[src/logic/bfp_pkg.sv]
// bfp_pkg: sample format, controller states and operand routing tables of the dft4 engine
`default_nettype none

package bfp_pkg;

  localparam int EXP_W          = 4;
  localparam int MAN_W          = 4;
  localparam int WORD_W         = 9;
  localparam int N_PT           = 4;
  localparam int N_OUT          = 8;
  localparam int N_GRP          = 4;
  localparam int LOW_EXPAND_DEF = 2;

  // value is (-1)^sign * man * 2^exp
  typedef struct packed {
    logic             sign;
    logic [EXP_W-1:0] exp;
    logic [MAN_W-1:0] man;
  } sfp_t;

  typedef enum logic [2:0] {
    IDLE,
    ALIGN,
    SUM,
    PACK,
    DONE
  } dft_state_e;

  typedef struct packed {
    logic [$clog2(N_PT)-1:0] idx;
    logic                    imag;
  } operand_src_t;

  typedef struct packed {
    logic [$clog2(N_GRP)-1:0] grp;
    logic [N_PT-1:0]          sub;   // bit p set: term p subtracted
  } term_sign_t;

  // operand sources, [group][position]
  localparam operand_src_t GROUP_SEL [N_GRP][N_PT] = '{
    '{'{2'd0, 1'b0}, '{2'd1, 1'b0}, '{2'd2, 1'b0}, '{2'd3, 1'b0}},  // r0 r1 r2 r3
    '{'{2'd0, 1'b1}, '{2'd1, 1'b1}, '{2'd2, 1'b1}, '{2'd3, 1'b1}},  // i0 i1 i2 i3
    '{'{2'd0, 1'b0}, '{2'd1, 1'b1}, '{2'd2, 1'b0}, '{2'd3, 1'b1}},  // r0 i1 r2 i3
    '{'{2'd0, 1'b1}, '{2'd1, 1'b0}, '{2'd2, 1'b1}, '{2'd3, 1'b0}}   // i0 r1 i2 r3
  };

  // outputs 0..3 are Re X0..X3, outputs 4..7 are Im X0..X3
  localparam term_sign_t TERM_SIGN [N_OUT] = '{
    '{2'd0, 4'b0000},  // r0+r1+r2+r3
    '{2'd2, 4'b1100},  // r0+i1-r2-i3
    '{2'd0, 4'b1010},  // r0-r1+r2-r3
    '{2'd2, 4'b0110},  // r0-i1-r2+i3
    '{2'd1, 4'b0000},  // i0+i1+i2+i3
    '{2'd3, 4'b0110},  // i0-r1-i2+r3
    '{2'd1, 4'b1010},  // i0-i1+i2-i3
    '{2'd3, 4'b1100}   // i0+r1-i2-r3
  };

endpackage

`default_nettype wire
[src/logic/bfp_stage_if.sv]
// bfp_stage_if: one-cycle stage enables from the sequencer to the dft4 datapath
`timescale 1ns/1ps
`default_nettype none

interface bfp_stage_if;

  logic capture_en;  // load input samples
  logic align_en;    // load aligned terms and block exponents
  logic sum_en;      // load sums
  logic pack_en;     // load output words

  modport ctrl (
    output capture_en,
    output align_en,
    output sum_en,
    output pack_en
  );

  modport dp (
    input capture_en,
    input align_en,
    input sum_en,
    input pack_en
  );

endinterface

`default_nettype wire

[src/logic/bfp_dft4.sv]
// bfp_dft4: block-floating-point four-point DFT engine with start/done handshake
`timescale 1ns/1ps
`default_nettype none

module bfp_dft4 #(
  parameter int LOW_EXPAND = bfp_pkg::LOW_EXPAND_DEF
) (
  input  wire                                      clk,
  input  wire                                      rst,
  input  wire                                      start,
  input  wire [bfp_pkg::WORD_W*bfp_pkg::N_PT-1:0]  in_real,
  input  wire [bfp_pkg::WORD_W*bfp_pkg::N_PT-1:0]  in_imag,
  output logic [bfp_pkg::WORD_W*bfp_pkg::N_PT-1:0] out_real,
  output logic [bfp_pkg::WORD_W*bfp_pkg::N_PT-1:0] out_imag,
  output logic                                     busy,
  output logic                                     done
);

  bfp_stage_if stage ();

  dft4_ctrl u_ctrl (
    .clk  (clk),
    .rst  (rst),
    .start(start),
    .stage(stage.ctrl),
    .busy (busy),
    .done (done)
  );

  dft4_datapath #(
    .LOW_EXPAND(LOW_EXPAND)
  ) u_datapath (
    .clk     (clk),
    .rst     (rst),
    .in_real (in_real),
    .in_imag (in_imag),
    .stage   (stage.dp),
    .out_real(out_real),
    .out_imag(out_imag)
  );

endmodule

`default_nettype wire

[src/logic/dft4_ctrl.sv]
// dft4_ctrl: sequences capture, align, sum and pack for one transform, with busy and done
`timescale 1ns/1ps
`default_nettype none

module dft4_ctrl (
  input  wire       clk,
  input  wire       rst,
  input  wire       start,
  bfp_stage_if.ctrl stage,
  output logic      busy,
  output logic      done
);

  bfp_pkg::dft_state_e state;
  bfp_pkg::dft_state_e state_nx;

  always_ff @(posedge clk or negedge rst) begin
    if (!rst) begin
      state <= bfp_pkg::IDLE;
    end else begin
      state <= state_nx;
    end
  end

  always_comb begin
    state_nx = state;
    case (state)
      bfp_pkg::IDLE: begin
        if (start) begin
          state_nx = bfp_pkg::ALIGN;
        end
      end
      bfp_pkg::ALIGN: state_nx = bfp_pkg::SUM;
      bfp_pkg::SUM:   state_nx = bfp_pkg::PACK;
      bfp_pkg::PACK:  state_nx = bfp_pkg::DONE;
      bfp_pkg::DONE:  state_nx = bfp_pkg::IDLE;
      default:        state_nx = bfp_pkg::IDLE;
    endcase
  end

  // start only counts in idle
  assign stage.capture_en = (state == bfp_pkg::IDLE) && start;
  assign stage.align_en   = (state == bfp_pkg::ALIGN);
  assign stage.sum_en     = (state == bfp_pkg::SUM);
  assign stage.pack_en    = (state == bfp_pkg::PACK);

  assign busy = (state != bfp_pkg::IDLE);
  assign done = (state == bfp_pkg::DONE);

  done_single_cycle: assert property (
    @(posedge clk) disable iff (!rst) done |=> !done
  );

  // output words are loaded the cycle before done shows
  pack_then_done: assert property (
    @(posedge clk) disable iff (!rst) stage.pack_en |=> done
  );

endmodule

`default_nettype wire

[src/logic/dft4_datapath.sv]
// dft4_datapath: pipeline registers and arithmetic of the block-floating-point four-point DFT
`timescale 1ns/1ps
`default_nettype none

module dft4_datapath #(
  parameter int LOW_EXPAND = bfp_pkg::LOW_EXPAND_DEF
) (
  input  wire                                       clk,
  input  wire                                       rst,
  input  wire [bfp_pkg::WORD_W*bfp_pkg::N_PT-1:0]   in_real,
  input  wire [bfp_pkg::WORD_W*bfp_pkg::N_PT-1:0]   in_imag,
  bfp_stage_if.dp                                   stage,
  output logic [bfp_pkg::WORD_W*bfp_pkg::N_PT-1:0]  out_real,
  output logic [bfp_pkg::WORD_W*bfp_pkg::N_PT-1:0]  out_imag
);

  localparam int TERM_W = bfp_pkg::MAN_W + LOW_EXPAND + 1;
  localparam int ACC_W  = bfp_pkg::MAN_W + LOW_EXPAND + 3;
  localparam int N_PT   = bfp_pkg::N_PT;
  localparam int N_GRP  = bfp_pkg::N_GRP;
  localparam int N_OUT  = bfp_pkg::N_OUT;
  localparam int WORD_W = bfp_pkg::WORD_W;

  bfp_pkg::sfp_t              samp_q    [2][N_PT];  // [imag][index]
  bfp_pkg::sfp_t              grp_ops   [N_GRP][N_PT];
  logic signed [TERM_W-1:0]   term_d    [N_GRP][N_PT];
  logic signed [TERM_W-1:0]   term_q    [N_GRP][N_PT];
  logic [bfp_pkg::EXP_W-1:0]  max_exp_d [N_GRP];
  logic [bfp_pkg::EXP_W-1:0]  max_exp_q [N_GRP];
  logic signed [ACC_W-1:0]    sum_d     [N_OUT];
  logic signed [ACC_W-1:0]    sum_q     [N_OUT];
  logic [bfp_pkg::EXP_W-1:0]  sum_exp_q [N_OUT];
  bfp_pkg::sfp_t              word_d    [N_OUT];

  always_ff @(posedge clk or negedge rst) begin
    if (!rst) begin
      for (int n = 0; n < N_PT; n++) begin
        samp_q[0][n] <= '0;
        samp_q[1][n] <= '0;
      end
    end else if (stage.capture_en) begin
      for (int n = 0; n < N_PT; n++) begin
        samp_q[0][n] <= in_real[n*WORD_W +: WORD_W];
        samp_q[1][n] <= in_imag[n*WORD_W +: WORD_W];
      end
    end
  end

  for (genvar g = 0; g < N_GRP; g++) begin : g_group
    for (genvar p = 0; p < N_PT; p++) begin : g_route
      assign grp_ops[g][p] = samp_q[bfp_pkg::GROUP_SEL[g][p].imag][bfp_pkg::GROUP_SEL[g][p].idx];
    end

    group_aligner #(
      .LOW_EXPAND(LOW_EXPAND)
    ) u_align (
      .operands(grp_ops[g]),
      .max_exp (max_exp_d[g]),
      .terms   (term_d[g])
    );
  end

  always_ff @(posedge clk or negedge rst) begin
    if (!rst) begin
      for (int g = 0; g < N_GRP; g++) begin
        max_exp_q[g] <= '0;
        for (int p = 0; p < N_PT; p++) begin
          term_q[g][p] <= '0;
        end
      end
    end else if (stage.align_en) begin
      max_exp_q <= max_exp_d;
      term_q    <= term_d;
    end
  end

  for (genvar o = 0; o < N_OUT; o++) begin : g_out
    signed_sum #(
      .LOW_EXPAND(LOW_EXPAND)
    ) u_sum (
      .terms   (term_q[bfp_pkg::TERM_SIGN[o].grp]),
      .sub_mask(bfp_pkg::TERM_SIGN[o].sub),
      .sum     (sum_d[o])
    );

    sfp_pack #(
      .LOW_EXPAND(LOW_EXPAND)
    ) u_pack (
      .sum    (sum_q[o]),
      .max_exp(sum_exp_q[o]),
      .word   (word_d[o])
    );
  end

  // block exponent follows its sum
  always_ff @(posedge clk or negedge rst) begin
    if (!rst) begin
      for (int o = 0; o < N_OUT; o++) begin
        sum_q[o]     <= '0;
        sum_exp_q[o] <= '0;
      end
    end else if (stage.sum_en) begin
      for (int o = 0; o < N_OUT; o++) begin
        sum_q[o]     <= sum_d[o];
        sum_exp_q[o] <= max_exp_q[bfp_pkg::TERM_SIGN[o].grp];
      end
    end
  end

  always_ff @(posedge clk or negedge rst) begin
    if (!rst) begin
      out_real <= '0;
      out_imag <= '0;
    end else if (stage.pack_en) begin
      for (int k = 0; k < N_PT; k++) begin
        out_real[k*WORD_W +: WORD_W] <= word_d[k];
        out_imag[k*WORD_W +: WORD_W] <= word_d[k+N_PT];  // imag outputs after the real ones
      end
    end
  end

  // a new capture would overwrite samples still being aligned
  no_capture_in_align: assert property (
    @(posedge clk) disable iff (!rst) !(stage.align_en && stage.capture_en)
  );

endmodule

`default_nettype wire

[src/logic/sfp_pack.sv]
// sfp_pack: normalises a signed block sum and packs it into a saturating 9-bit sample word
`timescale 1ns/1ps
`default_nettype none

module sfp_pack #(
  parameter int LOW_EXPAND = bfp_pkg::LOW_EXPAND_DEF
) (
  input  wire signed [bfp_pkg::MAN_W+LOW_EXPAND+2:0] sum,
  input  wire [bfp_pkg::EXP_W-1:0]                   max_exp,
  output bfp_pkg::sfp_t                              word
);

  localparam int ACC_W   = bfp_pkg::MAN_W + LOW_EXPAND + 3;
  localparam int MAN_LIM = 1 << bfp_pkg::MAN_W;
  localparam int EXP_MAX = (1 << bfp_pkg::EXP_W) - 1;

  logic [ACC_W-1:0] mag;
  int               shift;
  int               exp_val;

  assign mag = sum[ACC_W-1] ? ACC_W'(-sum) : ACC_W'(sum);

  always_comb begin
    shift = 0;
    for (int k = 0; k < ACC_W; k++) begin
      if ((mag >> shift) >= MAN_LIM) begin
        shift = shift + 1;
      end
    end
    // exponent floor at zero
    if (shift < LOW_EXPAND - int'(max_exp)) begin
      shift = LOW_EXPAND - int'(max_exp);
    end
    exp_val = int'(max_exp) - LOW_EXPAND + shift;
  end

  always_comb begin
    word      = '0;
    word.sign = sum[ACC_W-1];
    if (mag == '0) begin
      word = '0;
    end else if (exp_val > EXP_MAX) begin
      word.exp = '1;  // saturate, sign kept
      word.man = '1;
    end else begin
      word.exp = bfp_pkg::EXP_W'(exp_val);
      word.man = bfp_pkg::MAN_W'(mag >> shift);
    end
  end

endmodule

`default_nettype wire

[src/logic/signed_sum.sv]
// signed_sum: applies one output's subtract pattern and adds the four aligned terms
`timescale 1ns/1ps
`default_nettype none

module signed_sum #(
  parameter int LOW_EXPAND = bfp_pkg::LOW_EXPAND_DEF
) (
  input  wire signed [bfp_pkg::MAN_W+LOW_EXPAND:0]    terms [bfp_pkg::N_PT],
  input  wire [bfp_pkg::N_PT-1:0]                     sub_mask,
  output logic signed [bfp_pkg::MAN_W+LOW_EXPAND+2:0] sum
);

  localparam int ACC_W = bfp_pkg::MAN_W + LOW_EXPAND + 3;

  logic signed [ACC_W+1:0] wide;  // two spare bits for the range check

  always_comb begin
    wide = '0;
    for (int p = 0; p < bfp_pkg::N_PT; p++) begin
      if (sub_mask[p]) begin
        wide = wide - (ACC_W+2)'(terms[p]);
      end else begin
        wide = wide + (ACC_W+2)'(terms[p]);
      end
    end
  end

  assign sum = wide[ACC_W-1:0];

  // four terms of guarded magnitude never carry past the accumulator
  sum_fits_acc: assert final (wide == (ACC_W+2)'(sum));

endmodule

`default_nettype wire

[src/logic/group_aligner.sv]
// group_aligner: block exponent of one operand group and its aligned, signed mantissa terms
`timescale 1ns/1ps
`default_nettype none

module group_aligner #(
  parameter int LOW_EXPAND = bfp_pkg::LOW_EXPAND_DEF
) (
  input  wire bfp_pkg::sfp_t                      operands [bfp_pkg::N_PT],
  output logic [bfp_pkg::EXP_W-1:0]               max_exp,
  output logic signed [bfp_pkg::MAN_W+LOW_EXPAND:0] terms [bfp_pkg::N_PT]
);

  localparam int MAG_W = bfp_pkg::MAN_W + LOW_EXPAND;

  logic [MAG_W-1:0] mag [bfp_pkg::N_PT];

  always_comb begin
    max_exp = '0;
    for (int p = 0; p < bfp_pkg::N_PT; p++) begin
      if (operands[p].exp > max_exp) begin
        max_exp = operands[p].exp;
      end
    end
  end

  // guard bits first, then shift down to the block exponent
  always_comb begin
    for (int p = 0; p < bfp_pkg::N_PT; p++) begin
      mag[p] = (MAG_W'(operands[p].man) << LOW_EXPAND) >> (max_exp - operands[p].exp);
      if (operands[p].sign) begin
        terms[p] = -$signed({1'b0, mag[p]});
      end else begin
        terms[p] = $signed({1'b0, mag[p]});
      end
    end
  end

endmodule

`default_nettype wire

[config.mk]
export PLATFORM = sky130hd
export DESIGN_NAME = bfp_dft4
export DESIGN_NICKNAME = d
export VERILOG_FILES = /design/src/logic/bfp_pkg.sv /design/src/logic/bfp_stage_if.sv /design/src/logic/bfp_dft4.sv /design/src/logic/dft4_ctrl.sv /design/src/logic/dft4_datapath.sv /design/src/logic/sfp_pack.sv /design/src/logic/signed_sum.sv /design/src/logic/group_aligner.sv
export SDC_FILE = /design/constraint.sdc
export NUM_CORES = 2
export LEC_CHECK = 0
export BUFFER_PORTS_ARGS = -buffer_cell sky130_fd_sc_hd__buf_2
export CAP_MARGIN = 15
export CORE_MARGIN = 8
export CORE_UTILIZATION = 47
export CTS_CLUSTER_SIZE = 40
export DETAILED_ROUTE_END_ITERATION = 12
export HOLD_SLACK_MARGIN = 0.12
export PLACE_DENSITY_LB_ADDON = 0.12
export SYNTH_ARGS = -nofsm -noshare
export SYNTH_HDL_FRONTEND = slang
export SYNTH_SLANG_ARGS = --single-unit
[constraint.sdc]
create_clock -name clk -period 16.47 [get_ports clk]
set_input_delay 3.294 -clock clk [delete_from_list [all_inputs] [get_ports clk]]
set_output_delay 3.294 -clock clk [all_outputs]
set_load 0.1 [all_outputs]
======== Yosys cells after proc, flatten, opt, wreduce, memory -nomap -nowiden ========
Index checks and enable logic that the tools add are counted.
storage, ports and cells
  input bits .............................. 75
  word-level logic and storage cells ...... 553
  register bits after elaboration ......... 363
  output and inout port bits .............. 74
cells by class
  muxes and demuxes ....................... 144
  reductions and logical operators ........ 11
  shifts and indexed selects .............. 88
  $lt $le $gt $ge ......................... 102
  $add $sub $neg .......................... 144
  equality and inequality tests ........... 5
operator list
  kind                                                                                  count
  32-bit by 5-bit greater-or-equal comparator with 1-bit output, second input constant  64
  32-bit two-way mux                                                                    64
  32-bit by 2-bit adder with 32-bit output, second input constant                       56
  9-bit by 32-bit right shift with 32-bit output                                        56
  5-bit by 32-bit adder with 32-bit output                                              8
  32-bit by 5-bit > comparator with 1-bit output, second input constant                 8
  32-bit < comparator                                                                   8
  9-bit by 1-bit right shift with 32-bit output                                         8
  9-bit by 32-bit right shift with 4-bit output                                         8
  8-bit two-way mux                                                                     16
  7-bit two-way mux                                                                     16
  6-bit negator with 7-bit output                                                       16
  6-bit by 4-bit right shift with 6-bit output                                          16
  9-bit by 5-bit greater-or-equal comparator with 1-bit output, second input constant   8
  9-bit zero test                                                                       8
  9-bit two-way mux                                                                     8
  9-bit negator                                                                         8
  4-bit subtractor                                                                      16
  4-bit two-way mux                                                                     14
  4-bit > comparator                                                                    12
  8-bit by 7-bit adder with 9-bit output                                                4
  9-bit by 7-bit adder with 9-bit output                                                4
  8-bit by 7-bit subtractor with 9-bit output                                           4
  9-bit by 7-bit subtractor with 9-bit output                                           4
  17 further kinds                                                                      60

======== Longest topological paths before layout ========
  depth after elaboration ................. 34
  mapped depth ............................ 81
  mapped depth without buffers ............ 78

======== By module ========
Synthesis repeated with hierarchy kept, for this count alone.
unflattened totals
  cells, all modules ...................... 8,481
  area total of the unflattened synthesis .. 68,809.7 sq um
by module, submodules not included
  module                                       times used  seq. area each (sq um)  area an instance (sq um)  cells each
  sfp_pack at u_datapath.g_out[4].u_pack ...   4           0.0                     3,761.1                   527
  dft4_datapath                                1           9,008.6                 13,465.4                  762
  sfp_pack at u_datapath.g_out[0].u_pack ...   3           0.0                     4,098.9                   587
  group_aligner                                4           0.0                     2,896.5                   406
  signed_sum at u_datapath.g_out[0].u_sum ...  7           0.0                     1,572.8                   212
  sfp_pack at u_datapath.g_out[3].u_pack       1           0.0                     3,657.3                   514
  signed_sum at u_datapath.g_out[6].u_sum      1           0.0                     1,585.3                   212
  dft4_ctrl                                    1           75.1                    165.2                     16

======== Worst setup path before layout ========
No wires, ideal clock.
  kind .................................... flip-flop to flip-flop
  start point ............................. reg u_datapath.sum_q[1] (netlist name)
  end point ............................... reg u_datapath.out_imag[29] (netlist name)
  required time ........................... 16.344 ns
  stages on the path, launching flop included .. 63
  library setup time ...................... 0.126 ns
  path buffers ............................ 3
  clock period less this slack ............ 14.786 ns
  slack ................................... 1.684 ns
  arrival time ............................ 14.660 ns
  path through ............................ dfrtp_1 inv_1 ha_1 or3b_2 o31ai_1 xor2_1 clkbuf_1 nand3_1 nor2_1 ha_1 clkbuf_1 o21bai_1 o2111ai_1 a2bb2oi_1 xnor2_1 ha_1 o21ai_0 a221oi_1 (+27 left out) inv_1 a21oi_1 o21ai_0 and2_1 o21ai_0 nand2b_1 a21oi_1 o21bai_1 a21oi_1 o21ai_0 fa_1 or4b_2 nor4_1 o2111ai_1 a2111oi_0 a21oi_1 and2_1 a221o_1
on the way
  cells in the longest elaborated chain, start to end .. 34
  elaborated cells on any way between the ends .. 44
  classes of those cells .................. add/sub: 10; order compare: 11; shift: 9; mux: 13; reduce/logical: 1
RTL lines
  what                                                           line                  RTL
  start: declaration                                             dft4_datapath.sv:31   logic signed [ACC_W-1:0] sum_q [N_OUT];
  start signal: indexed assignment                               dft4_datapath.sv:104  sum_q[o] <= sum_d[o];
  9-bit negator                                                  sfp_pack.sv:21        assign mag = sum[ACC_W-1] ? ACC_W'(-sum) : ACC_W'(sum);
  9-bit two-way mux (*)                                          sfp_pack.sv:21
  9-bit by 5-bit greater-or-equal comparator with 1-bit output   sfp_pack.sv:26        if ((mag >> shift) >= MAN_LIM) begin
  1-bit two-way mux                                              sfp_pack.sv:26
  9-bit by 1-bit right shift with 32-bit output                  sfp_pack.sv:26
  32-bit by 5-bit greater-or-equal comparator with 1-bit output  sfp_pack.sv:26
  2-bit two-way mux                                              sfp_pack.sv:26
  9-bit by 32-bit right shift with 32-bit output                 sfp_pack.sv:26
  (+18 left out)                                                 --
  32-bit by 5-bit greater-or-equal comparator with 1-bit output  sfp_pack.sv:26
  32-bit two-way mux                                             sfp_pack.sv:26
  32-bit < comparator                                            sfp_pack.sv:31        if (shift < LOW_EXPAND - int'(max_exp)) begin
  32-bit two-way mux                                             sfp_pack.sv:31
  5-bit by 32-bit adder with 32-bit output                       sfp_pack.sv:34        exp_val = int'(max_exp) - LOW_EXPAND + shift;
  32-bit by 5-bit > comparator with 1-bit output                 sfp_pack.sv:42        end else if (exp_val > EXP_MAX) begin
  8-bit two-way mux                                              sfp_pack.sv:42
  8-bit two-way mux (*)                                          sfp_pack.sv:40        if (mag == '0) begin
  end signal: indexed assignment                                 dft4_datapath.sv:117  out_imag[k*WORD_W +: WORD_W] <= word_d[k+N_PT];
  end: declaration                                               dft4_datapath.sv:14   output logic [bfp_pkg::WORD_W*bfp_pkg::N_PT-1:0] out_imag
Mark *: on every way between the ends. The rest lies on a longest branch, timed or not.
A chain may end at the register's enable or synchronous reset.

======== Worst setup path after layout ========
  start point ............................. reg u_datapath.sum_q[18] (netlist name)
  end point ............................... reg u_datapath.out_imag[11] (netlist name)
Same word-level chain as after synthesis.

==> results.cfg <==
[synthesis]
yosysSeqAreaShare = 0.189
avgSynthCellArea_sq_um = 8.18
synth_top_cell_by_area = dfrtp_1
yosysUniqueCellTypes = 127
yosysWarnings = 0
synth_enable_flop_cells = 0
synth.top_cell.area_share = 0.189
synth.area.top_cells = dfrtp_1 (19%), ha_1 (11%), fa_1 (8.3%)
async_reset_ff_frac = 1.00
ys_seq_elements = 363
netlist_area_sq_um = 48100
netlist_instances = 5881
synth-main-ff-cell = dfrtp_1

[setup_path]
rr_worst_depth = 66
rrSetupSlack_ns = 0.83
rr_endpoint = u_datapath.out_imag[11]
critPathTopFamily = compound AO/OA/AOI/OAI gates
crit_top_cell = a21o_1
start_kind = flop
worstSetupEndpointType = flop
crit_fanout = 19
required_ns = 16.99
crit_type = reg2reg
critPathBufInv = 8
cp_slowest_stage_delay_ns = 0.68
r2r-start = u_datapath.sum_q[18]
crit_slowest_cell = or4b_2
cp_data_arrival_time_ns = 16.16

[drt]
wl_mm = 134
postRouteAntennaNets = 0
vias = 43897
drt_first_pass_iters = 8
via_per_inst = 5.86
drc_errors = 0
drt_iter0_markers = 3551
avgRoutedWirePerCell_um = 17.9

[clock_tree]
cts_buffer_depth = 3
htreeDepth = 2
cts-root-buf = clkbuf_16
clock_sinks = 363
cts_inserted_buffers = 49
hold_buffers = 0
cts_tree = yes
insertion_delay_ns = 0.65
clkTransAtPathRegs_ns = 0.06

[timing]
rsz0062_at_grt = yes
maxSlewViolCount = 0
worst_slew_pin_slew_ns = 1.09
fmax_ghz = 0.0640
setup_violations = 0
skew_ns = 0.0473
hold_viol = 0
max_slew_margin = 0.265
post-route-period-util = 0.949
period_minus_slack_ns = 15.64

[floorplan]
start_util = 0.473
fp-row-count = 117
die_w_um = 336
coreArea_sq_um = 102000
fp.dieH_um = 336
ios = 149
die_area_sq_um = 113000

[worst_hold_path]
hold_path_end = u_datapath.out_real[7]
min_path_cells = 2
hold_start = u_datapath.out_real[7]
hold_path_class = reg2reg

[global_route]
grt_pass1_wl_mm = 217
overflow = 0
antenna_found_initial = 2
grt_pass1_vias = 41246
grt_max_degree = 106
grt_use_total = 0.228

[cells_and_area]
final_area_sq_um = 53100
area_growth_pct = 10.3
nets = 6778
drive_gt1_frac = 0.116
diodes = 0

[place]
globalplace.congestion = 0.896
io_buffers = 148
dp_hpwl_mm = 104
placed_area_sq_um = 50900

[outcome]
run_status = completed

[job]
cap_violations = 0
==> cell type report <==
type | count | area (sq um)
clock buffer | 65 | 1380
clock inverter | 21 | 214
tap | 1368 | 1710
inverter | 425 | 1600
fill | 9826 | 48700
multi-input combinational | 4999 | 37600
timing repair buffer | 248 | 1500
sequential | 363 | 9080
==> stage by stage <==
step / utilization / instances / setup TNS [ns] / hold WS (ns) / setup WS, ns
2_1_floorplan: - / 6023 / 0 / 0.442 / 1.68
3_3_place_gp: 0.500 / 7390 / 0 / 0.447 / 0.446
3_5_place_dp: 0.500 / 7390 / 0 / 0.452 / 0.264
4_1_cts: 0.516 / 7476 / 0 / 0.465 / 0.177
5_1_grt: 0.521 / 7489 / -0.498 / 0.490 / -0.172
6_report: 0.521 / 7489 / 0 / 0.458 / 0.835
==> cells in the mapped netlist (151+ instances only) <==
library cell and count:
dfrtp_1 363, clkbuf_1 196, o21ai_0 520, mux2i_1 171, a21o_1 151, a21oi_1 351
inv_1 405, nor2_1 361, nand2_1 590, mux2_2 153, ha_1 417, fa_1 200
xnor2_1 209
==> layout by cell type (no fill, tap or decap), drive strengths merged, types with 84 or more instances in the layout <==
cell type / synthesis / layout
xnor2: 209 / 209
mux2i: 172 / 172
nand2b: 89 / 89
nand3: 125 / 125
nand2: 592 / 592
nor2b: 84 / 84
conb: 2 / 144
a21o: 151 / 151
inv: 421 / 423
o21ai: 550 / 550
nor2: 366 / 366
fa: 200 / 200
ha: 417 / 417
a21oi: 353 / 353
dfrtp: 363 / 363
buf: 39 / 247
nor3: 123 / 123
xor2: 99 / 99
mux2: 154 / 154
==> worst max-delay path by stage <==
stage,slack [ns],end,cells after the start,from
2_1_floorplan,1.68,u_datapath.out_imag[29],62,u_datapath.sum_q[1]
3_3_place_gp,0.45,u_datapath.out_imag[18],70,u_datapath.sum_q[9]
3_5_place_dp,0.26,u_datapath.out_imag[11],69,u_datapath.sum_q[18]
4_1_cts,0.18,u_datapath.out_imag[11],70,u_datapath.sum_q[18]
5_1_grt,-0.17,u_datapath.out_imag[18],72,u_datapath.sum_q[9]
6_report,0.83,u_datapath.out_imag[11],66,u_datapath.sum_q[18]
==> worst register-to-register path: cells and delay by family (launching register included) <==
family | cells | cell delay [ns]
simple gates | 20 | 5.10
fa+ha+maj | 7 | 2.14
compound gates | 27 | 5.79
flops | 1 | 0.44
buf+inv | 8 | 0.99
mux | 4 | 1.10
==> per-layer routing <==
layer / track usage / vias to the layer above / share of wire / wire length (um)
met5: 0 / - / 0 / 0
met4: 0.0508 / 0 / 0.019 / 2530
met3: 0.0264 / 151 / 0.048 / 6460
met2: 0.351 / 1032 / 0.43 / 57800
met1: 0.340 / 20986 / 0.50 / 67100
li1: - / 21728 / - / -
==> state kept, by name, summed over array words and instances (netlist names) <==
name                  cells
u_ctrl.state              3
u_datapath.sum_q         72
u_datapath.out_real      36
u_datapath.sum_exp_q     16
u_datapath.grp_ops       72
u_datapath.out_imag      36
u_datapath.max_exp_q     16
u_datapath.term_q       112
==> logic make-up (layout without fill, tap and decap cells) <==
kind of cell,Yosys count,in the layout,synth area share
compound gates,1854,1854,0.259
simple gates,1746,1746,0.177
buf+inv,661,759,0.0529
fa+ha+maj,617,617,0.192
flops,363,363,0.189
mux,329,329,0.0734
xor+xnor,309,309,0.0567
other cells,2,144,0.000156
==> timing repair <==
| item | in CTS | in global routing |
|---|---|---|
| endpoints found under the setup margin | 0 | 51 |
| buffers inserted | 0 | 12 |
| resized for setup | 0 | 103 |
Power is not shown: default switching activity piles up to over one toggle a cycle in this logic, so the estimate is an artifact.
